File: src/rtl/pet_spi_cfg.svh
`ifndef PET_SPI_CFG_SVH
`define PET_SPI_CFG_SVH

// Flops between each bus pin and the logic that uses it
`define PET_SYNC_STAGES 2

// RAM size in bytes, a power of two
// Addresses above this alias onto the low bits
`define PET_MEM_WORDS 1024

`endif

File: src/rtl/pet_spi_pkg.sv
// Shared types for the PET SPI-to-memory bridge
package pet_spi_pkg;

    // One byte as it crosses the SPI bus
    typedef logic [7:0] pet_byte_t;

    // 13-bit RAM address, 5 bits from the command plus 8 from the address byte
    typedef logic [12:0] pet_addr_t;

    // Command opcodes in the top three bits of the first byte of a frame
    typedef enum logic [2:0] {
        OP_READ       = 3'd1,  // Command, addr lo, then one byte clocked out
        OP_WRITE      = 3'd2,  // Command, addr lo, data byte
        OP_WRITE_NEXT = 3'd3   // Command, then len+1 data bytes
    } pet_op_e;
    // Any other value makes the decoder sit out the rest of the frame

    // Access view of the command byte, used by READ and WRITE
    typedef struct packed {
        pet_op_e    op;       // Bits 7:5
        logic [4:0] addr_hi;  // Bits 4:0, upper address bits
    } pet_access_t;

    // Burst view of the command byte, used by WRITE_NEXT
    typedef struct packed {
        pet_op_e    op;   // Bits 7:5, same position as in the access view
        logic [4:0] len;  // Data bytes that follow, minus one
    } pet_burst_t;

    // One command byte, read through whichever view the opcode calls for
    typedef union packed {
        pet_access_t access;
        pet_burst_t  burst;
    } pet_cmd_u;

endpackage

File: src/rtl/spi_byte_if.sv
`timescale 1ns/100ps

// Byte-level link between the SPI shifter and the command decoder
interface spi_byte_if;

    pet_spi_pkg::pet_byte_t rx_byte;       // Last complete byte from SDI
    logic                   rx_strobe;     // One clock, rx_byte just updated
    logic                   frame_start;   // One clock, chip select went low
    logic                   frame_active;  // High while chip select is low
    pet_spi_pkg::pet_byte_t tx_byte;       // Next byte to shift out on SDO

    // Shifter side
    modport peripheral (
        output rx_byte,
        output rx_strobe,
        output frame_start,
        output frame_active,
        input  tx_byte
    );

    // Decoder side
    modport decoder (
        input  rx_byte,
        input  rx_strobe,
        input  frame_start,
        input  frame_active,
        output tx_byte
    );

endinterface

File: src/rtl/spi_peripheral.sv
`timescale 1ns/100ps
`include "pet_spi_cfg.svh"

// SPI mode 0 shifter running off the system clock
// SDI sampled on rising SCK, SDO updated on falling SCK
module spi_peripheral (
    input  logic           spi_cs_ni,  // System clock
    input  logic           spi_sck_i,  // Async reset, active low
    input  logic           bus_csn_i,  // SPI chip select, active low
    input  logic           bus_sck_i,  // SPI clock, idles low
    input  logic           bus_sdi_i,  // SPI data from host
    output logic           bus_sdo_o,  // SPI data to host
    spi_byte_if.peripheral byte_if
);

    localparam int SYNC = `PET_SYNC_STAGES;

    // Synchronizer chains, bit 0 nearest the pin
    logic [SYNC-1:0] csn_sync;
    logic [SYNC-1:0] sck_sync;
    logic [SYNC-1:0] sdi_sync;

    logic csn_s;  // Synchronized pins
    logic sck_s;
    logic sdi_s;

    logic csn_q;  // Previous synced level, for edge detect
    logic sck_q;

    logic sck_rise;
    logic sck_fall;
    logic cs_fall;

    logic [2:0] bit_cnt;   // Bits already received in this byte
    logic [6:0] rx_shift;  // Bits received so far, MSB first
    logic [6:0] tx_shift;  // Bits still to send after the one on SDO

    always_ff @(posedge spi_cs_ni or negedge spi_sck_i) begin
        if (!spi_sck_i) begin
            csn_sync <= '1;  // Bus idle, chip select high
            sck_sync <= '0;
            sdi_sync <= '0;
        end else begin
            csn_sync <= {csn_sync[SYNC-2:0], bus_csn_i};
            sck_sync <= {sck_sync[SYNC-2:0], bus_sck_i};
            sdi_sync <= {sdi_sync[SYNC-2:0], bus_sdi_i};
        end
    end

    assign csn_s = csn_sync[SYNC-1];
    assign sck_s = sck_sync[SYNC-1];
    assign sdi_s = sdi_sync[SYNC-1];

    always_ff @(posedge spi_cs_ni or negedge spi_sck_i) begin
        if (!spi_sck_i) begin
            csn_q <= 1'b1;
            sck_q <= 1'b0;
        end else begin
            csn_q <= csn_s;
            sck_q <= sck_s;
        end
    end

    // SCK edges only count inside a frame
    assign sck_rise = sck_s & ~sck_q & ~csn_s;
    assign sck_fall = ~sck_s & sck_q & ~csn_s;
    assign cs_fall  = csn_q & ~csn_s;

    // Bit counter and frame status
    always_ff @(posedge spi_cs_ni or negedge spi_sck_i) begin
        if (!spi_sck_i) begin
            bit_cnt              <= '0;
            byte_if.rx_strobe    <= 1'b0;
            byte_if.frame_start  <= 1'b0;
            byte_if.frame_active <= 1'b0;
        end else begin
            byte_if.rx_strobe    <= sck_rise && (bit_cnt == 3'd7);  // Eighth bit in
            byte_if.frame_start  <= cs_fall;
            byte_if.frame_active <= ~csn_s;
            if (csn_s) begin
                bit_cnt <= '0;  // Aborted byte is dropped
            end else if (sck_rise) begin
                bit_cnt <= bit_cnt + 3'd1;  // Wraps to zero after bit 7
            end
        end
    end

    // Receive shifter
    always_ff @(posedge spi_cs_ni) begin
        if (sck_rise) begin
            rx_shift <= {rx_shift[5:0], sdi_s};
            if (bit_cnt == 3'd7) begin
                byte_if.rx_byte <= {rx_shift, sdi_s};
            end
        end
    end

    // Transmit shifter
    // The next byte is picked up on the falling SCK that follows the last
    // rising SCK of the previous byte, so its MSB is on SDO before bit 0
    always_ff @(posedge spi_cs_ni or negedge spi_sck_i) begin
        if (!spi_sck_i) begin
            tx_shift  <= '0;
            bus_sdo_o <= 1'b0;
        end else if (csn_s) begin
            tx_shift  <= '0;  // Deselected, drive zero
            bus_sdo_o <= 1'b0;
        end else if (cs_fall || (sck_fall && bit_cnt == 3'd0)) begin
            tx_shift  <= byte_if.tx_byte[6:0];
            bus_sdo_o <= byte_if.tx_byte[7];  // MSB first
        end else if (sck_fall) begin
            tx_shift  <= {tx_shift[5:0], 1'b0};
            bus_sdo_o <= tx_shift[6];
        end
    end

endmodule

File: src/flat_wrapper.sv
// flat-port wrapper written by rule: the top's interface ports become plain ports
module spi_peripheral_flat 
  (spi_cs_ni, spi_sck_i, bus_csn_i, bus_sck_i, bus_sdi_i, bus_sdo_o, byte_if_rx_byte, byte_if_rx_strobe, byte_if_frame_start, byte_if_frame_active, byte_if_tx_byte);
  spi_byte_if byte_if_i ();
  input  logic spi_cs_ni;
  input  logic spi_sck_i;
  input  logic bus_csn_i;
  input  logic bus_sck_i;
  input  logic bus_sdi_i;
  output logic bus_sdo_o;
  output wire logic [$bits(byte_if_i.rx_byte)-1:0] byte_if_rx_byte;
  output wire logic [$bits(byte_if_i.rx_strobe)-1:0] byte_if_rx_strobe;
  output wire logic [$bits(byte_if_i.frame_start)-1:0] byte_if_frame_start;
  output wire logic [$bits(byte_if_i.frame_active)-1:0] byte_if_frame_active;
  input wire logic [$bits(byte_if_i.tx_byte)-1:0] byte_if_tx_byte;
  assign byte_if_rx_byte = byte_if_i.rx_byte;
  assign byte_if_rx_strobe = byte_if_i.rx_strobe;
  assign byte_if_frame_start = byte_if_i.frame_start;
  assign byte_if_frame_active = byte_if_i.frame_active;
  assign byte_if_i.tx_byte = byte_if_tx_byte;
  spi_peripheral u_core (.spi_cs_ni(spi_cs_ni), .spi_sck_i(spi_sck_i), .bus_csn_i(bus_csn_i), .bus_sck_i(bus_sck_i), .bus_sdi_i(bus_sdi_i), .bus_sdo_o(bus_sdo_o), .byte_if(byte_if_i));
endmodule
File: config.mk
export PLATFORM = sky130hd
export DESIGN_NAME = spi_peripheral_flat
export DESIGN_NICKNAME = d
export VERILOG_FILES = /design/src/rtl/pet_spi_pkg.sv /design/src/rtl/spi_byte_if.sv /design/src/rtl/spi_peripheral.sv /design/src/flat_wrapper.sv
export VERILOG_INCLUDE_DIRS = /design/src /design/src/rtl
export SDC_FILE = /design/constraint.sdc
export NUM_CORES = 1
export LEC_CHECK = 0
export BUFFER_PORTS_ARGS = -buffer_cell sky130_fd_sc_hd__buf_4
export CAP_MARGIN = 5
export CORE_AREA = 3 3 79 51
export DETAILED_ROUTE_END_ITERATION = 10
export DIE_AREA = 0 0 82 54
export PLACE_DENSITY = 0.59
export SYNTH_ARGS = -nofsm -noshare
export SYNTH_HDL_FRONTEND = slang
export SYNTH_SLANG_ARGS = --single-unit
export TNS_END_PERCENT = 20
File: constraint.sdc
create_clock -name spi_cs_ni -period 3.4 [get_ports spi_cs_ni]
set_input_delay 0.68 -clock spi_cs_ni [delete_from_list [all_inputs] [get_ports spi_cs_ni]]
set_output_delay 0.68 -clock spi_cs_ni [all_outputs]
set_load 0.01 [all_outputs]
==> results of run 1 <==
worst max-delay path, stage by stage, from the launching register on:
cell      delay [ns]
dfrtp_1         0.37
nand2b_1        0.23
nor2_1          0.51
and2_1          0.47
final cells by class:
type	instances	area, um2	area share
Clock buffer	5	68.8	0.0409
Clock inverter	3	41.3	0.0245
Inverter	4	15.0	0.00892
Multi-Input combinational cell	40	318	0.189
Sequential cell	37	1000	0.597
Tap cell	45	56.3	0.0334
Timing Repair Buffer	24	180	0.107
power by group:
part | switching (mW) | internal (mW) | leakage, nW | total [mW]
sequential | 0.0106 | 0.485 | 0.410 | 0.495
combinational | 0.0308 | 0.0317 | 0.258 | 0.0625
clock | 0.145 | 0.216 | 0.0518 | 0.360
placed cells by master, fill, tap and decap left out, types with 2 or more instances in the layout:
cell type  count
dfstp_2        3
clkbuf_8       5
nand2_1        7
buf_4         24
mux2i_1       16
edfxtp_1      15
nand2b_1       2
inv_1          3
dfrtp_1       19
nor2_1         4
ha_1           3
kinds of logic (layout without fill, tap and decap cells):
family | count (synthesis) | count (layout) | share of synthesized area
multiplexers | 16 | 16 | 0.119
AO/OA/AOI/OAI | 3 | 3 | 0.0214
AND/OR/NAND/NOR | 17 | 17 | 0.0614
flip-flops | 37 | 37 | 0.747
buffers and inverters | 5 | 36 | 0.0167
adder cells (fa/ha/maj) | 3 | 3 | 0.0279
XOR/XNOR | 1 | 1 | 0.00651
final timing paths:
path                                              to  slack [ns]  depth (start not counted)
min in group spi_cs_ni            u_core.sdi_sync[1]        0.35                          0
setup reg to reg           u_core.byte_if.rx_byte[3]        1.48                          3
max in group asynchronous               u_core.csn_q        2.85                          1
hold reg to reg                   u_core.sdi_sync[1]        0.35                          0
hold / removal                    u_core.tx_shift[6]        0.28                          1
setup / recovery           u_core.byte_if.rx_byte[3]        1.48                          3
metal layers:
metal,vias to the layer above,part of all wire,track usage
li1,339,-,-
met1,341,0.46,0.143
met2,17,0.46,0.176
met3,7,0.059,0.0502
met4,0,0.018,0.0580
met5,-,0,0
registers in the layout, indices dropped and copies added (netlist names), 2 cells and up:
signal and cells:
u_core.sdi_sync 2, u_core.sck_sync 2, u_core.rx_shift 7, u_core.tx_shift 7
u_core.bit_cnt 3, u_core.csn_sync 2, u_core.byte_if.rx_byte 8
through the flow:
| stage | cell area, um2 | cells | setup slack, ns | utilization | power [mW] |
|---|---|---|---|---|---|
| finish | 1680 | 158 | 1.48 | 0.513 | 0.918 |
| global route | 1680 | 158 | 1.34 | 0.513 | 0.960 |
| CTS | 1680 | 158 | 1.48 | 0.513 | 0.931 |
| detailed placement | 1570 | 150 | 1.48 | 0.479 | 0.568 |
| global placement | 1570 | 150 | 1.61 | 0.479 | 0.566 |
| floorplan | 1350 | 82 | 1.76 | - | 0.539 |
==> qor.yml, run 1 <==
numClockSinks: 37
fillers: 302
yosys.area.top_type_share: 0.353
io_pins: 25
synth-warning-count: 0
dieWidth_um: 82
synth_flop_cell: "dfrtp_1"
cts_resized: 0
cp.required_ns: 3.34
fin_tns_setup_ns: 0
syn_inst: 82
htreeDepth: 2
synth_fp_nets: 98
start_util: 0.410
crit_path_max_fanout: 9
synth_enable_flop_cells: 15
yosys-top-cells-area: "dfrtp_1, edfxtp_1, mux2i_1"
nets: 128
place_congestion: 0.706
fin_hold_ws_ns: 0.277
ir_drop_v: 0.000357
die_h_um: 54
synthesis.area_um2: 1350
grt_util_all_layers: 0.116
grt_max_degree: 23
p_leak_nw: 0.721
root_buffer: "clkbuf_8"
cts_tree: "built"
grt-ovfl-total: 0
cts_buffer_depth: 2
slew_headroom: 0.592
ys_ff_latch: 37
io_buffers: 24
crit_type: "reg -> reg"
antenna_cells: 0
fmax_mhz: 521
clkTransAtPathRegs_ns: 0.07
num_vias: 704
skew_ns: 0.00517
r2r-start: "u_core.sck_q"
worstSetupStartpoint: "u_core.sck_q"
period_share: 0.564
viasPerCell: 4.46
slew_viol_final: 0
hp-class: "in -> async"
status: "finished, final reports clean"
cts-buffers-inserted: 5
grt_pass1_vias: 740
grt_first_pass_wirelength_um: 3520
detailedPlacementHpwl_um: 1460
synth_most_common_cell: "dfrtp_1"
clkLatencyLatePin_ns: 0.28
synth_top_area_cell: "dfrtp_1"
setup_viol: 0
ys_top_cells_by_count: "dfrtp_1, mux2i_1, edfxtp_1, nand2_1, nor2_1"
cts.hold.buffers_added: 0
row_count: 16
drc: 0
max-cap-violations: 0
end_kind: "flop"
syn_avg_cell_area_um2: 16.4
ys_types: 19
syn_to_final_growth_pct: 25.2
rsz0062_at_grt: "false"
wl_per_cell_um: 13.1
timing.critical_path.from_type: "flop"
antenna_found_initial: 0
die-area_um2: 4430
ant_nets: 0
ys_async_sr_fraction: 0.595
cellPowerDensity_nw_per_um2: 545
core_um2: 3280
fin_crit_ns: 1.92
ys_seq_area_frac: 0.747
worstMarginPinSlew_ns: 0.609
routed_wl_um: 2060
hold_viol_final: 0
drt_iter0_drc: 39
drive_gt1_frac: 0.327
arrival_ns: 1.86
cts_setup_buffers: 0
drt_first_pass_iters: 2
(Power assumes the default switching activity.)
==> inputs of run 2 (changes only) <==
PLACE_DENSITY = 0.61   (was 0.59)
clock period = 1.7 ns   (was 3.4 ns; I/O delays follow)
==> run 2 against run 1 <==
Against the previous run: non-clock buffer count up 3; final area down 0.22%; via count up 5.1%; first-iteration DRC count down 28%; register-to-register slack worse by 1.3 ns; highest routed layer unchanged.
==> qor.yml, run 2 (synthesis results as in run 1) <==
fin_tns_setup_ns: 0
drt_first_pass_iters: 3
arrival_ns: 1.62
cts_resized: 0
place_area_um2: 1590
most-common-layout-cells: "buf_4, dfrtp_1, mux2i_1"
fin_cells: 161
drt_iter0_drc: 28
grt_first_pass_wirelength_um: 3680
crit_type: "reg -> reg"
period_share: 0.867
slew_viol_final: 0
antenna_cells: 0
fin_crit_ns: 1.47
hold_viol_final: 0
rsz0062_at_grt: "false"
cts-buffers-inserted: 5
detailedPlacementHpwl_um: 1580
viasPerCell: 4.60
clkLatencyLatePin_ns: 0.28
cp.required_ns: 1.84
skew_ns: 0.00401
post-place-ws_ns: 0.225
setup_viol: 0
io_pins: 25
drc: 0
cts.hold.buffers_added: 1
layout_commonest_cell: "buf_4"
grt_pass1_vias: 797
worstMarginPinSlew_ns: 0.466
grt-ovfl-total: 0
status: "finished, final reports clean"
cts_tree: "built"
max-cap-violations: 0
fmax_mhz: 679
numClockSinks: 37
top_register: "u_core.byte_if.rx_byte"
slew_headroom: 0.690
num_vias: 740
root_buffer: "clkbuf_8"
start_util: 0.410
drive_gt1_frac: 0.328
routed_wl_um: 2190
end_kind: "flop"
p_leak_nw: 0.725
reg_top3: "u_core.byte_if.rx_byte: 8 flops, u_core.rx_shift: 7 flops, u_core.tx_shift: 7 flops"
wl_per_cell_um: 13.6
row_count: 16
io_buffers: 24
hp-class: "in -> reg"
nets: 131
worst_slack_ns: 0.227
die-area_um2: 4430
stdcell_area_um2: 1680
dp.cells: 152
crit_path_max_fanout: 8
die_h_um: 54
timing.critical_path.from_type: "flop"
clkTransAtPathRegs_ns: 0.07
grt_util_all_layers: 0.119
dieWidth_um: 82
core_um2: 3280
syn_to_final_growth_pct: 24.9
fin_hold_ws_ns: 0.167
antenna_found_initial: 0
cellPowerDensity_nw_per_um2: 1000
place_congestion: 0.769
htreeDepth: 2
cts_setup_buffers: 0
grt_max_degree: 23
cts_buffer_depth: 2
ant_nets: 0
largest_register_ffs: 8
ir_drop_v: 0.000434
run 2: cell types whose count changed in the layout (fill, tap and decap cells not counted), sizes merged:
cell         change
buf              +2
clkinvlp         -1
clkbuf           +2
bufinv           -1
dlygate4sd3      +1
run 2: worst paths after layout:
kind | from | endpoint | slack, ns | cells past startpoint
min | bus_sdi_i | u_core.sdi_sync[0] | 0.17 | 1
min in group asynchronous | spi_sck_i | u_core.sck_sync[1] | 0.48 | 2
max in group asynchronous | spi_sck_i | u_core.csn_q | 0.94 | 2
max | u_core.bit_cnt[0] | u_core.tx_shift[4] | 0.23 | 5
max reg2reg | u_core.bit_cnt[0] | u_core.tx_shift[4] | 0.23 | 5
min reg2reg | u_core.sdi_sync[0] | u_core.sdi_sync[1] | 0.36 | 0
run 2: through the flow:
stage	util	total power, mW
floorplan	-	1.08
global placement	0.484	1.14
detailed placement	0.484	1.14
CTS	0.512	1.71
global route	0.512	1.77
finish	0.512	1.69
run 2: cell type report:
cell class                      count  area (um2)
Clock buffer                        7        76.3
Clock inverter                      1        5.00
Fill cell                         296        1600
Inverter                            4        15.0
Multi-Input combinational cell     40         318
Sequential cell                    37        1000
Tap cell                           45        56.3
Timing Repair Buffer               27         205
run 2: where the power goes:
group	switching (mW)	internal, mW	total, mW
sequential	0.0222	0.970	0.992
combinational	0.0631	0.0678	0.131
clock	0.275	0.287	0.562
run 2: critical path: stages (launching register included):
cell and delay, ns:
dfrtp_1 0.36, inv_1 0.08, ha_1 0.24, a21oi_4 0.33, mux2i_1 0.24, mux2i_1 0.10
run 2: per-layer routing:
| metal | vias up | track usage | part of all wire |
|---|---|---|---|
| met5 | - | 0 | 0 |
| met4 | 0 | 0.0580 | 0.0096 |
| met3 | 4 | 0.0468 | 0.046 |
| met2 | 17 | 0.188 | 0.46 |
| met1 | 374 | 0.143 | 0.48 |
| li1 | 345 | - | - |
