$ cat src/rtl/pet_spi_cfg.svh
`ifndef PET_SPI_CFG_SVH
`define PET_SPI_CFG_SVH

// Flops between each bus pin and the logic that uses it
`define PET_SYNC_STAGES 2

// RAM size in bytes, a power of two
// Addresses above this alias onto the low bits
`define PET_MEM_WORDS 1024

`endif

$ cat src/rtl/pet_spi_pkg.sv
// Shared types for the PET SPI-to-memory bridge
package pet_spi_pkg;

    // One byte as it crosses the SPI bus
    typedef logic [7:0] pet_byte_t;

    // 13-bit RAM address, 5 bits from the command plus 8 from the address byte
    typedef logic [12:0] pet_addr_t;

    // Command opcodes in the top three bits of the first byte of a frame
    typedef enum logic [2:0] {
        OP_READ       = 3'd1,  // Command, addr lo, then one byte clocked out
        OP_WRITE      = 3'd2,  // Command, addr lo, data byte
        OP_WRITE_NEXT = 3'd3   // Command, then len+1 data bytes
    } pet_op_e;
    // Any other value makes the decoder sit out the rest of the frame

    // Access view of the command byte, used by READ and WRITE
    typedef struct packed {
        pet_op_e    op;       // Bits 7:5
        logic [4:0] addr_hi;  // Bits 4:0, upper address bits
    } pet_access_t;

    // Burst view of the command byte, used by WRITE_NEXT
    typedef struct packed {
        pet_op_e    op;   // Bits 7:5, same position as in the access view
        logic [4:0] len;  // Data bytes that follow, minus one
    } pet_burst_t;

    // One command byte, read through whichever view the opcode calls for
    typedef union packed {
        pet_access_t access;
        pet_burst_t  burst;
    } pet_cmd_u;

endpackage

$ cat src/rtl/spi_byte_if.sv
`timescale 1ns/100ps

// Byte-level link between the SPI shifter and the command decoder
interface spi_byte_if;

    pet_spi_pkg::pet_byte_t rx_byte;       // Last complete byte from SDI
    logic                   rx_strobe;     // One clock, rx_byte just updated
    logic                   frame_start;   // One clock, chip select went low
    logic                   frame_active;  // High while chip select is low
    pet_spi_pkg::pet_byte_t tx_byte;       // Next byte to shift out on SDO

    // Shifter side
    modport peripheral (
        output rx_byte,
        output rx_strobe,
        output frame_start,
        output frame_active,
        input  tx_byte
    );

    // Decoder side
    modport decoder (
        input  rx_byte,
        input  rx_strobe,
        input  frame_start,
        input  frame_active,
        output tx_byte
    );

endinterface

$ cat src/rtl/mem_bus_if.sv
`timescale 1ns/100ps

// Request path from the command decoder to the RAM
interface mem_bus_if;

    pet_spi_pkg::pet_addr_t addr;   // Byte address, RAM aliases the top bits
    pet_spi_pkg::pet_byte_t wdata;  // Write data, valid with we
    logic                   we;     // One clock write strobe
    logic                   re;     // One clock read strobe
    pet_spi_pkg::pet_byte_t rdata;  // Read data, valid the clock after re

    modport master (
        output addr,
        output wdata,
        output we,
        output re,
        input  rdata
    );

    modport ram (
        input  addr,
        input  wdata,
        input  we,
        input  re,
        output rdata
    );

endinterface

$ cat src/rtl/spi_cmd_decoder.sv
`timescale 1ns/100ps

// Frame FSM for the command byte, address byte and data in or out
module spi_cmd_decoder (
    input  logic        spi_cs_ni,  // System clock
    input  logic        spi_sck_i,  // Asynchronous active-low reset
    spi_byte_if.decoder byte_if,
    mem_bus_if.master   mem_if
);

    typedef enum logic [2:0] {
        ST_IDLE,        // Waiting for chip select
        ST_CMD,         // Expecting the command byte
        ST_ADDR_LO,     // Expecting the low address byte
        ST_READ_OUT,    // Read issued, data goes out in the next byte
        ST_WRITE_DATA,  // Expecting the single write byte
        ST_BURST_DATA,  // Expecting WRITE_NEXT data bytes
        ST_IGNORE       // Rest of frame is discarded
    } state_e;

    state_e                 state_q;
    pet_spi_pkg::pet_cmd_u  cmd_in;       // Incoming byte seen as a command
    pet_spi_pkg::pet_cmd_u  cmd_q;        // Held command for the address byte
    pet_spi_pkg::pet_addr_t addr_q;       // Last address read or written
    pet_spi_pkg::pet_byte_t wdata_q;
    logic [4:0]             burst_cnt_q;  // Burst bytes left minus one
    logic                   we_q;
    logic                   re_q;
    logic                   rd_ready_q;   // rdata holds the byte for read-out

    assign cmd_in = byte_if.rx_byte;

    always_ff @(posedge spi_cs_ni or negedge spi_sck_i) begin
        if (!spi_sck_i) begin
            state_q     <= ST_IDLE;
            addr_q      <= '0;
            burst_cnt_q <= '0;
            we_q        <= 1'b0;
            re_q        <= 1'b0;
        end else begin
            we_q <= 1'b0;  // Strobes last one clock
            re_q <= 1'b0;
            if (!byte_if.frame_active) begin
                state_q <= ST_IDLE;  // CS high ends any frame
            end else if (byte_if.frame_start) begin
                state_q <= ST_CMD;
            end else if (byte_if.rx_strobe) begin
                case (state_q)
                    ST_CMD: begin
                        case (cmd_in.access.op)
                            pet_spi_pkg::OP_READ,
                            pet_spi_pkg::OP_WRITE: state_q <= ST_ADDR_LO;
                            pet_spi_pkg::OP_WRITE_NEXT: begin
                                burst_cnt_q <= cmd_in.burst.len;  // Length view
                                state_q     <= ST_BURST_DATA;
                            end
                            default: state_q <= ST_IGNORE;  // Unknown opcode
                        endcase
                    end
                    ST_ADDR_LO: begin
                        addr_q <= {cmd_q.access.addr_hi, byte_if.rx_byte};
                        if (cmd_q.access.op == pet_spi_pkg::OP_READ) begin
                            re_q    <= 1'b1;
                            state_q <= ST_READ_OUT;
                        end else begin
                            state_q <= ST_WRITE_DATA;
                        end
                    end
                    ST_WRITE_DATA: begin
                        we_q    <= 1'b1;
                        state_q <= ST_IGNORE;  // One byte per WRITE
                    end
                    ST_BURST_DATA: begin
                        addr_q      <= addr_q + 13'd1;  // Step before each byte
                        we_q        <= 1'b1;
                        burst_cnt_q <= burst_cnt_q - 5'd1;
                        if (burst_cnt_q == 5'd0) begin
                            state_q <= ST_IGNORE;
                        end
                    end
                    ST_READ_OUT: state_q <= ST_IGNORE;  // Read byte has gone out
                    default: state_q <= state_q;  // Idle and ignore wait for CS
                endcase
            end
        end
    end

    // Command byte and write data registers
    always_ff @(posedge spi_cs_ni) begin
        if (byte_if.rx_strobe && state_q == ST_CMD) begin
            cmd_q <= cmd_in;
        end
        if (byte_if.rx_strobe) begin
            wdata_q <= byte_if.rx_byte;
        end
    end

    // rdata becomes valid the clock after re and stays until the next read
    always_ff @(posedge spi_cs_ni or negedge spi_sck_i) begin
        if (!spi_sck_i) begin
            rd_ready_q <= 1'b0;
        end else if (re_q) begin
            rd_ready_q <= 1'b1;
        end else if (state_q != ST_READ_OUT) begin
            rd_ready_q <= 1'b0;
        end
    end

    // Only the read-out byte carries data and all others shift out zero
    assign byte_if.tx_byte = (state_q == ST_READ_OUT && rd_ready_q) ? mem_if.rdata : '0;

    assign mem_if.addr  = addr_q;  // Updated in the same clock as we or re
    assign mem_if.wdata = wdata_q;
    assign mem_if.we    = we_q;
    assign mem_if.re    = re_q;

endmodule

$ cat src/flat_wrapper.sv
// flat-port wrapper written by rule: the top's interface ports become plain ports
module spi_cmd_decoder_flat 
  (spi_cs_ni, spi_sck_i, byte_if_rx_byte, byte_if_rx_strobe, byte_if_frame_start, byte_if_frame_active, byte_if_tx_byte, mem_if_addr, mem_if_wdata, mem_if_we, mem_if_re, mem_if_rdata);
  spi_byte_if byte_if_i ();
  mem_bus_if mem_if_i ();
  input  logic spi_cs_ni;
  input  logic spi_sck_i;
  input wire logic [$bits(byte_if_i.rx_byte)-1:0] byte_if_rx_byte;
  input wire logic [$bits(byte_if_i.rx_strobe)-1:0] byte_if_rx_strobe;
  input wire logic [$bits(byte_if_i.frame_start)-1:0] byte_if_frame_start;
  input wire logic [$bits(byte_if_i.frame_active)-1:0] byte_if_frame_active;
  output wire logic [$bits(byte_if_i.tx_byte)-1:0] byte_if_tx_byte;
  output wire logic [$bits(mem_if_i.addr)-1:0] mem_if_addr;
  output wire logic [$bits(mem_if_i.wdata)-1:0] mem_if_wdata;
  output wire logic [$bits(mem_if_i.we)-1:0] mem_if_we;
  output wire logic [$bits(mem_if_i.re)-1:0] mem_if_re;
  input wire logic [$bits(mem_if_i.rdata)-1:0] mem_if_rdata;
  assign byte_if_i.rx_byte = byte_if_rx_byte;
  assign byte_if_i.rx_strobe = byte_if_rx_strobe;
  assign byte_if_i.frame_start = byte_if_frame_start;
  assign byte_if_i.frame_active = byte_if_frame_active;
  assign byte_if_tx_byte = byte_if_i.tx_byte;
  assign mem_if_addr = mem_if_i.addr;
  assign mem_if_wdata = mem_if_i.wdata;
  assign mem_if_we = mem_if_i.we;
  assign mem_if_re = mem_if_i.re;
  assign mem_if_i.rdata = mem_if_rdata;
  spi_cmd_decoder u_core (.spi_cs_ni(spi_cs_ni), .spi_sck_i(spi_sck_i), .byte_if(byte_if_i), .mem_if(mem_if_i));
endmodule
$ cat config.mk
export PLATFORM = sky130hd
export DESIGN_NAME = spi_cmd_decoder_flat
export DESIGN_NICKNAME = d
export VERILOG_FILES = /design/src/rtl/pet_spi_cfg.svh /design/src/rtl/pet_spi_pkg.sv /design/src/rtl/spi_byte_if.sv /design/src/rtl/mem_bus_if.sv /design/src/rtl/spi_cmd_decoder.sv /design/src/flat_wrapper.sv
export SDC_FILE = /design/constraint.sdc
export NUM_CORES = 1
export LEC_CHECK = 0
export BUFFER_PORTS_ARGS = -buffer_cell sky130_fd_sc_hd__buf_2
export CAP_MARGIN = 10
export CORE_AREA = 2 2 63 65
export CTS_BUF_LIST = sky130_fd_sc_hd__clkbuf_8
export DETAILED_ROUTE_END_ITERATION = 10
export DIE_AREA = 0 0 65 67
export GPL_TIMING_DRIVEN = 0
export PLACE_DENSITY = 0.84
export SYNTH_ARGS = -nofsm -noshare
export SYNTH_HDL_FRONTEND = slang
export SYNTH_SLANG_ARGS = --single-unit
$ cat constraint.sdc
create_clock -name spi_cs_ni -period 5.13 [get_ports spi_cs_ni]
set_input_delay 0.7695 -clock spi_cs_ni [delete_from_list [all_inputs] [get_ports spi_cs_ni]]
set_output_delay 0.7695 -clock spi_cs_ni [all_outputs]
set_load 0.02 [all_outputs]
==> results.json, run 1 <==
{
  "rrSetupSlack_ps": 3210,
  "hold_class": "in2async",
  "core_area_sq_um": 3606,
  "fillCellCount": 273,
  "syn_inst": 193,
  "track_usage": 0.2365,
  "route.detailed.wl_per_inst_um": 16.12,
  "synthesis.area_sq_um": 2058,
  "cp-start-kind": "register",
  "via_count": 1752,
  "top_layer": "met4",
  "cts_hold_buf": 0,
  "clk_latency_ps": 290,
  "worstMarginPinSlew_ps": 684.2,
  "power.internal_mw": 0.5960,
  "grt_pass1_wl_um": 7548,
  "dieHeight_um": 67,
  "crit_start": "u_core.state_q[2]$_DFFE_PN0P_",
  "multi_input_comb_area_sq_um": 890.9,
  "comb_power_share": 0.227,
  "die_w_um": 65,
  "drive_gt1_frac": 0.3135,
  "yosys_warnings": 0,
  "drt_iter0_markers": 148,
  "clk_pin_slew_worst_paths_ps": 80,
  "tritoncts": "built",
  "cts.sinks": 40,
  "timing.rr.end": "u_core.state_q[0]$_DFFE_PN0P_",
  "async_flop_share": 0.6000,
  "cp.arrival_ps": 1920,
  "start_util": 0.5708,
  "cpPeakStageDelay_ps": 560,
  "hpwl_um": 3554,
  "overflow": 0,
  "gp_congestion": 0.8500,
  "clk_path_buf_depth": 2,
  "crit_buf_inv": 2,
  "swShare": 0.3149,
  "die-area_sq_um": 4355,
  "r2r-start": "u_core.burst_cnt_q[0]$_DFFE_PN0P_",
  "htree_levels": 2,
  "cts_resized": 0,
  "outcome": "complete, no violations",
  "route.met3.wl_um": 330,
  "root_buffer": "clkbuf_8",
  "critical_path.slowest_cell": "nor3_1",
  "fmax_ghz": 0.3725,
  "drtAntennaViolNets": 0,
  "first_pass_iters": 5,
  "finalClockSkew_ps": 5.823,
  "dp_slack_ps": 2769,
  "path_cells": "buf_2, nor3_1, and2_1, buf_2",
  "finalSetupViolCount": 0,
  "finalCriticalPeriod_ps": 2685,
  "power_frac_clock": 0.292,
  "crit_required_ps": 4360,
  "drv_slew": 0,
  "syn_nets": 216,
  "synth-seq-area-share": 0.5252,
  "rows": 22,
  "p_per_area_nw_per_um2": 350.1,
  "syn_to_final_growth_pct": 20.73,
  "endpoint_kind": "output port",
  "nets": 274,
  "setup_slack_ps": 2445,
  "finalWirelength_um": 4837,
  "critical_path_peak_fanout": 10,
  "netSwitchingPower_mw": 0.2739,
  "crit_top_cell": "buf_2",
  "vdd_drop_max_v": 0.0001804,
  "insertedDiodeCount": 0,
  "finalSetupTns_ps": 0,
  "endpoint": "byte_if_tx_byte[0]",
  "numCtsBuffers": 5,
  "portBuffers": 51,
  "synth-edff-count": 16,
  "hold_violations": 0,
  "p_leak_nw": 1.093,
  "pwr-share-seq": 0.482,
  "wl_met1_um": 2103,
  "ff2ff_path_depth": 6,
  "cts_setup_buffers": 0,
  "cp.depth": 4,
  "drc_errors": 0,
  "crit_type": "reg2out",
  "maxSlewHeadroom": 0.5434,
  "grt_start_max_net_pins": 25,
  "syn_area_per_cell_sq_um": 10.66,
  "synth_flop_cell": "dfrtp_1",
  "pin_count": 52,
  "antenna_found_initial": 0,
  "wl_met2_um": 2326,
  "critical_path.top_delay_family": "simple AND/OR/NAND/NOR gates",
  "grt_setup_unrepaired": "no",
  "fin_crit_sh": 0.5233,
  "regArea_sq_um": 1081,
  "ys_ff_latch": 40,
  "synth_cell_type_count": 52,
  "grt_pass1_vias": 1580,
  "maxCapViolations": 0,
  "viasPerCell": 5.840
}
==> cells in the final DEF (no fill, tap or decap), types with 4 or more instances in the layout <==
master and instances:
buf_2 54, dfrtp_1 24, a21oi_1 18, edfxtp_1 16
nand2_1 15, o21ai_0 15, and2_1 10, nor2_1 7
o31ai_1 7, inv_1 6, nor3_1 5, nand3_1 5
clkbuf_8 5, o22ai_1 4
==> power by group through the flow <==
stage	sequential, mW	combinational [mW]	clock, mW
after floorplan	0.461	0.0834	0
after global routing	0.426	0.217	0.266
after detailed placement	0.425	0.196	0
final	0.419	0.197	0.254
after CTS	0.419	0.197	0.255
after global placement	0.423	0.191	0
==> area by class of cell <==
cell class | count | share of cell area
Sequential cell | 40 | 0.4350
Multi-Input combinational cell | 137 | 0.3585
Timing Repair Buffer | 51 | 0.1027
Clock buffer | 5 | 0.02769
Buffer | 10 | 0.02568
Tap cell | 48 | 0.02417
Clock inverter | 3 | 0.01712
Inverter | 6 | 0.009063
==> state kept, by name, indices dropped and copies added (netlist names) <==
register             cells
u_core.mem_if.addr      13
u_core.cmd_q             8
u_core.mem_if.wdata      8
u_core.burst_cnt_q       5
u_core.state_q           3
u_core.mem_if.re         1
u_core.mem_if.we         1
u_core.rd_ready_q        1
==> per-stage QoR <==
| stage | area [sq um] | cells | power (mW) | util | hold WS (ps) |
|---|---|---|---|---|---|
| 2_1_floorplan | 2058 | 193 | 0.5442 | - | 468.6 |
| 3_3_place_gp | 2374 | 292 | 0.6145 | 0.6582 | 439.0 |
| 3_5_place_dp | 2374 | 292 | 0.6214 | 0.6582 | 456.8 |
| 4_1_cts | 2485 | 300 | 0.8704 | 0.6891 | 475.1 |
| 5_1_grt | 2485 | 300 | 0.9091 | 0.6891 | 503.2 |
| 6_report | 2485 | 300 | 0.8699 | 0.6891 | 463.3 |
==> worst min-delay path by stage <==
stage                                           from                                 to  slack (ps)  depth (start not counted)
after floorplan                            spi_sck_i  u_core.burst_cnt_q[0]$_DFFE_PN0P_         470                          0
after global placement    u_core.mem_if.re$_DFF_PN0_      u_core.rd_ready_q$_DFFE_PN0P_         440                          1
after detailed placement  u_core.mem_if.re$_DFF_PN0_      u_core.rd_ready_q$_DFFE_PN0P_         460                          1
after CTS                                  spi_sck_i      u_core.rd_ready_q$_DFFE_PN0P_         480                          1
after global routing                       spi_sck_i  u_core.mem_if.addr[8]$_DFFE_PN0P_         500                          1
final                                      spi_sck_i  u_core.mem_if.addr[6]$_DFFE_PN0P_         460                          1
==> per-layer routing <==
layer | GRT usage | vias up
li1 | - | 844
met1 | 0.3065 | 824
met2 | 0.3918 | 75
met3 | 0.04730 | 9
met4 | 0.09043 | 0
met5 | 0 | -
==> worst reg2reg max path, delay by kind of cell (launching register included) <==
family,cells,cell delay (ps)
simple gates,2,570
compound gates,2,570
flops,1,410
fa+ha+maj,1,190
buf+inv,1,70
==> synth_stat cells, drive strengths merged, types with 2 or more instances <==
library cell | number | area share
dfrtp | 24 | 0.29
a21oi | 19 | 0.052
edfxtp | 16 | 0.23
nand2 | 15 | 0.027
o21ai | 15 | 0.036
and2 | 10 | 0.030
buf | 7 | 0.026
nor2 | 7 | 0.013
o31ai | 7 | 0.026
inv | 6 | 0.011
nand3 | 5 | 0.012
nor3 | 5 | 0.012
or3 | 5 | 0.018
o22ai | 4 | 0.012
and3b | 3 | 0.013
clkbuf | 3 | 0.0055
nand4 | 3 | 0.012
nor3b | 3 | 0.011
o32ai | 3 | 0.013
or2 | 3 | 0.0091
a31oi | 2 | 0.0061
ha | 2 | 0.012
nand2b | 2 | 0.0061
nand3b | 2 | 0.013
nor4 | 2 | 0.0061
xnor2 | 2 | 0.0085
==> logic make-up (layout without fill, tap and decap cells) <==
logic type               count (synthesis)  after routing  synth area share
AO/OA/AOI/OAI                           60             60            0.1915
XOR/XNOR                                 2              2          0.008512
adder cells (fa/ha/maj)                  2              2           0.01216
buffers and inverters                   16             75           0.04194
flip-flops                              40             40            0.5252
multiplexers                             2              2           0.01033
AND/OR/NAND/NOR                         71             71            0.2103
No activity file was read; power rests on OpenSTA's default activity.
==> inputs of run 2 (changes only) <==
ABC_AREA = 1   (was not set)
CORE_AREA = 2 2 66 68   (was 2 2 63 65)
DIE_AREA = 0 0 68 70   (was 0 0 65 67)
PLACE_DENSITY = 0.79   (was 0.84)
clock period = 2.5 ns   (was 5.13 ns; I/O delays follow)
==> results.json, run 2 <==
{
  "synth-edff-count": 16,
  "synth_top_area_share": 0.2802,
  "critical_path_peak_fanout": 9,
  "regArea_sq_um": 1081,
  "track_usage": 0.2179,
  "syn_nets": 297,
  "multi_input_comb_area_sq_um": 877.1,
  "p_total_mw": 1.995,
  "yosysTopAreaCell": "dfrtp_1",
  "portBuffers": 51,
  "synth.most_common_cell": "nand2_1",
  "fillCellCount": 373,
  "rrSetupSlack_ps": 830,
  "yosys_warnings": 0,
  "synth_top_family_by_area": "simple AND/OR/NAND/NOR gates",
  "dp_slack_ps": 836.8,
  "die_w_um": 68,
  "p_leak_nw": 1.313,
  "synth-simple-area-share": 0.3182,
  "cts_hold_buf": 0,
  "synth_cell_type_count": 28,
  "numCtsBuffers": 5,
  "comb_power_share": 0.270,
  "ys_ff_latch": 40,
  "grt_pass1_wl_um": 7783,
  "die-area_sq_um": 4760,
  "dieHeight_um": 70,
  "setup_slack_ps": 541.8,
  "drv_slew": 0,
  "overflow": 0,
  "start_util": 0.5172,
  "grt_start_max_net_pins": 25,
  "syn_area_per_cell_sq_um": 7.822,
  "rows": 24,
  "clk_latency_ps": 290,
  "syn_to_final_growth_pct": 19.97,
  "finalSetupViolCount": 0,
  "drc_errors": 0,
  "power_frac_clock": 0.258,
  "synth-seq-area-share": 0.5044,
  "cp-start-kind": "register",
  "drive_gt1_frac": 0.2222,
  "yosys-top-cells-count": "nand2_1, inv_1, nor2_1, nand3_1, dfrtp_1",
  "vdd_drop_max_v": 0.0003545,
  "htree_levels": 2,
  "clk_path_buf_depth": 2,
  "grt_setup_unrepaired": "no",
  "final_common_cell": "nand2_1",
  "p_per_area_nw_per_um2": 775.9,
  "via_count": 1932,
  "core_area_sq_um": 4144,
  "netSwitchingPower_mw": 0.7009,
  "tritoncts": "built",
  "synth.area.top_cells": "dfrtp_1, edfxtp_1, nand2_1, inv_1, nand3_1",
  "synthAdderAreaFrac": 0.01168,
  "maxCapViolations": 0,
  "worstMarginPinSlew_ps": 651.6,
  "grt_pass1_vias": 1739,
  "finalClockSkew_ps": 4.492,
  "first_pass_iters": 4,
  "swShare": 0.3513,
  "finalWirelength_um": 4724,
  "layout_common_cells": "nand2_1, buf_2, inv_1, nor2_1, nand3_1",
  "gp_congestion": 0.8323,
  "crit_required_ps": 2120,
  "root_buffer": "clkbuf_8",
  "synth_flop_cell": "dfrtp_1",
  "ff2ff_path_depth": 5,
  "clk_pin_slew_worst_paths_ps": 80,
  "postLayoutCellArea_sq_um": 2571,
  "viasPerCell": 5.018,
  "pin_count": 52,
  "maxSlewHeadroom": 0.5640,
  "pwr-share-seq": 0.471,
  "cts_setup_buffers": 0,
  "fin_crit_sh": 0.7833,
  "insertedDiodeCount": 0,
  "syn_inst": 274,
  "hpwl_um": 3584,
  "drtAntennaViolNets": 0,
  "synthesis.area_sq_um": 2143,
  "finalCriticalPeriod_ps": 1958,
  "synthXorXnorAreaFrac": 0.004086,
  "hold_violations": 0,
  "timing.hold.ws_ps": 58.16,
  "outcome": "complete, no violations",
  "endpoint_kind": "output port",
  "synthMuxAreaShare": 0,
  "synth-compound-area-share": 0.07531,
  "nets": 355,
  "hold_class": "in2async",
  "antenna_found_initial": 0,
  "finalSetupTns_ps": 0,
  "cp.arrival_ps": 1580,
  "placed_cell_area_sq_um": 2464,
  "fmax_ghz": 0.5107,
  "cts.sinks": 40,
  "crit_type": "reg2out",
  "async_flop_share": 0.6000,
  "drt_iter0_markers": 149,
  "largest_register_ffs": 13,
  "cts_resized": 0,
  "route.detailed.wl_per_inst_um": 12.27,
  "power.internal_mw": 1.294
}
[run 2: cell types whose count changed after synthesis, moves of 5 or more]
cell     delta
a21oi_1     -9
and2_1     -10
inv_1      +30
nand2_1    +71
nand3_1    +20
nor2_1     +26
o21ai_1     +5
o31ai_1     -7
[run 2: logic make-up after synthesis]
group                    Yosys count
buffers and inverters             44
flip-flops                        40
adder cells (fa/ha/maj)            2
AO/OA/AOI/OAI                     29
AND/OR/NAND/NOR                  158
XOR/XNOR                           1
[run 2: layer usage]
metal | routed length, um | up-vias | global-route usage | share of wire
met2 | 2282 | 54 | 0.3474 | 0.48
met5 | 0 | - | 0 | 0
met4 | 65 | 0 | 0.06667 | 0.014
met3 | 268 | 5 | 0.04509 | 0.057
met1 | 2106 | 892 | 0.2956 | 0.45
li1 | - | 981 | - | -
[run 2: final cells by class]
type / instances / area share
sequential: 40 / 0.4204
multi-input combinational: 190 / 0.3411
timing repair buffer: 51 / 0.09927
inverter: 39 / 0.05693
clock buffer: 5 / 0.02676
tap: 52 / 0.02530
clock inverter: 3 / 0.01509
buffer: 5 / 0.01509
[run 2: final timing paths]
kind	startpoint	to
min in group spi_cs_ni	byte_if_rx_byte[4]	u_core.cmd_q[4]$_DFFE_PP_
setup reg to reg	u_core.state_q[1]$_DFFE_PN0P_	u_core.cmd_q[0]$_DFFE_PP_
hold reg to reg	u_core.mem_if.re$_DFF_PN0_	u_core.rd_ready_q$_DFFE_PN0P_
max in group asynchronous	spi_sck_i	u_core.mem_if.re$_DFF_PN0_
hold / removal	spi_sck_i	u_core.mem_if.addr[3]$_DFFE_PN0P_
setup / recovery	u_core.state_q[2]$_DFFE_PN0P_	byte_if_tx_byte[7]
[run 2: stage by stage]
stage | cells | utilization
final | 385 | 0.6205
after global routing | 385 | 0.6205
after CTS | 385 | 0.6205
after detailed placement | 377 | 0.5945
after global placement | 377 | 0.5945
after floorplan | 274 | -
[run 2: worst max-delay path, cell delays in order, from the launching register on]
cell and delay (ps):
dfrtp_1 450, inv_2 160, nand4_1 310, nor2_1 180, buf_2 180
[run 2: power by group through the flow]
stage	logic, mW	registers [mW]	clock network (mW)
floorplan	0.254	1.05	0
global placement	0.528	0.948	0
detailed placement	0.541	0.953	0
CTS	0.545	0.939	0.524
global route	0.608	0.963	0.545
finish	0.539	0.941	0.515
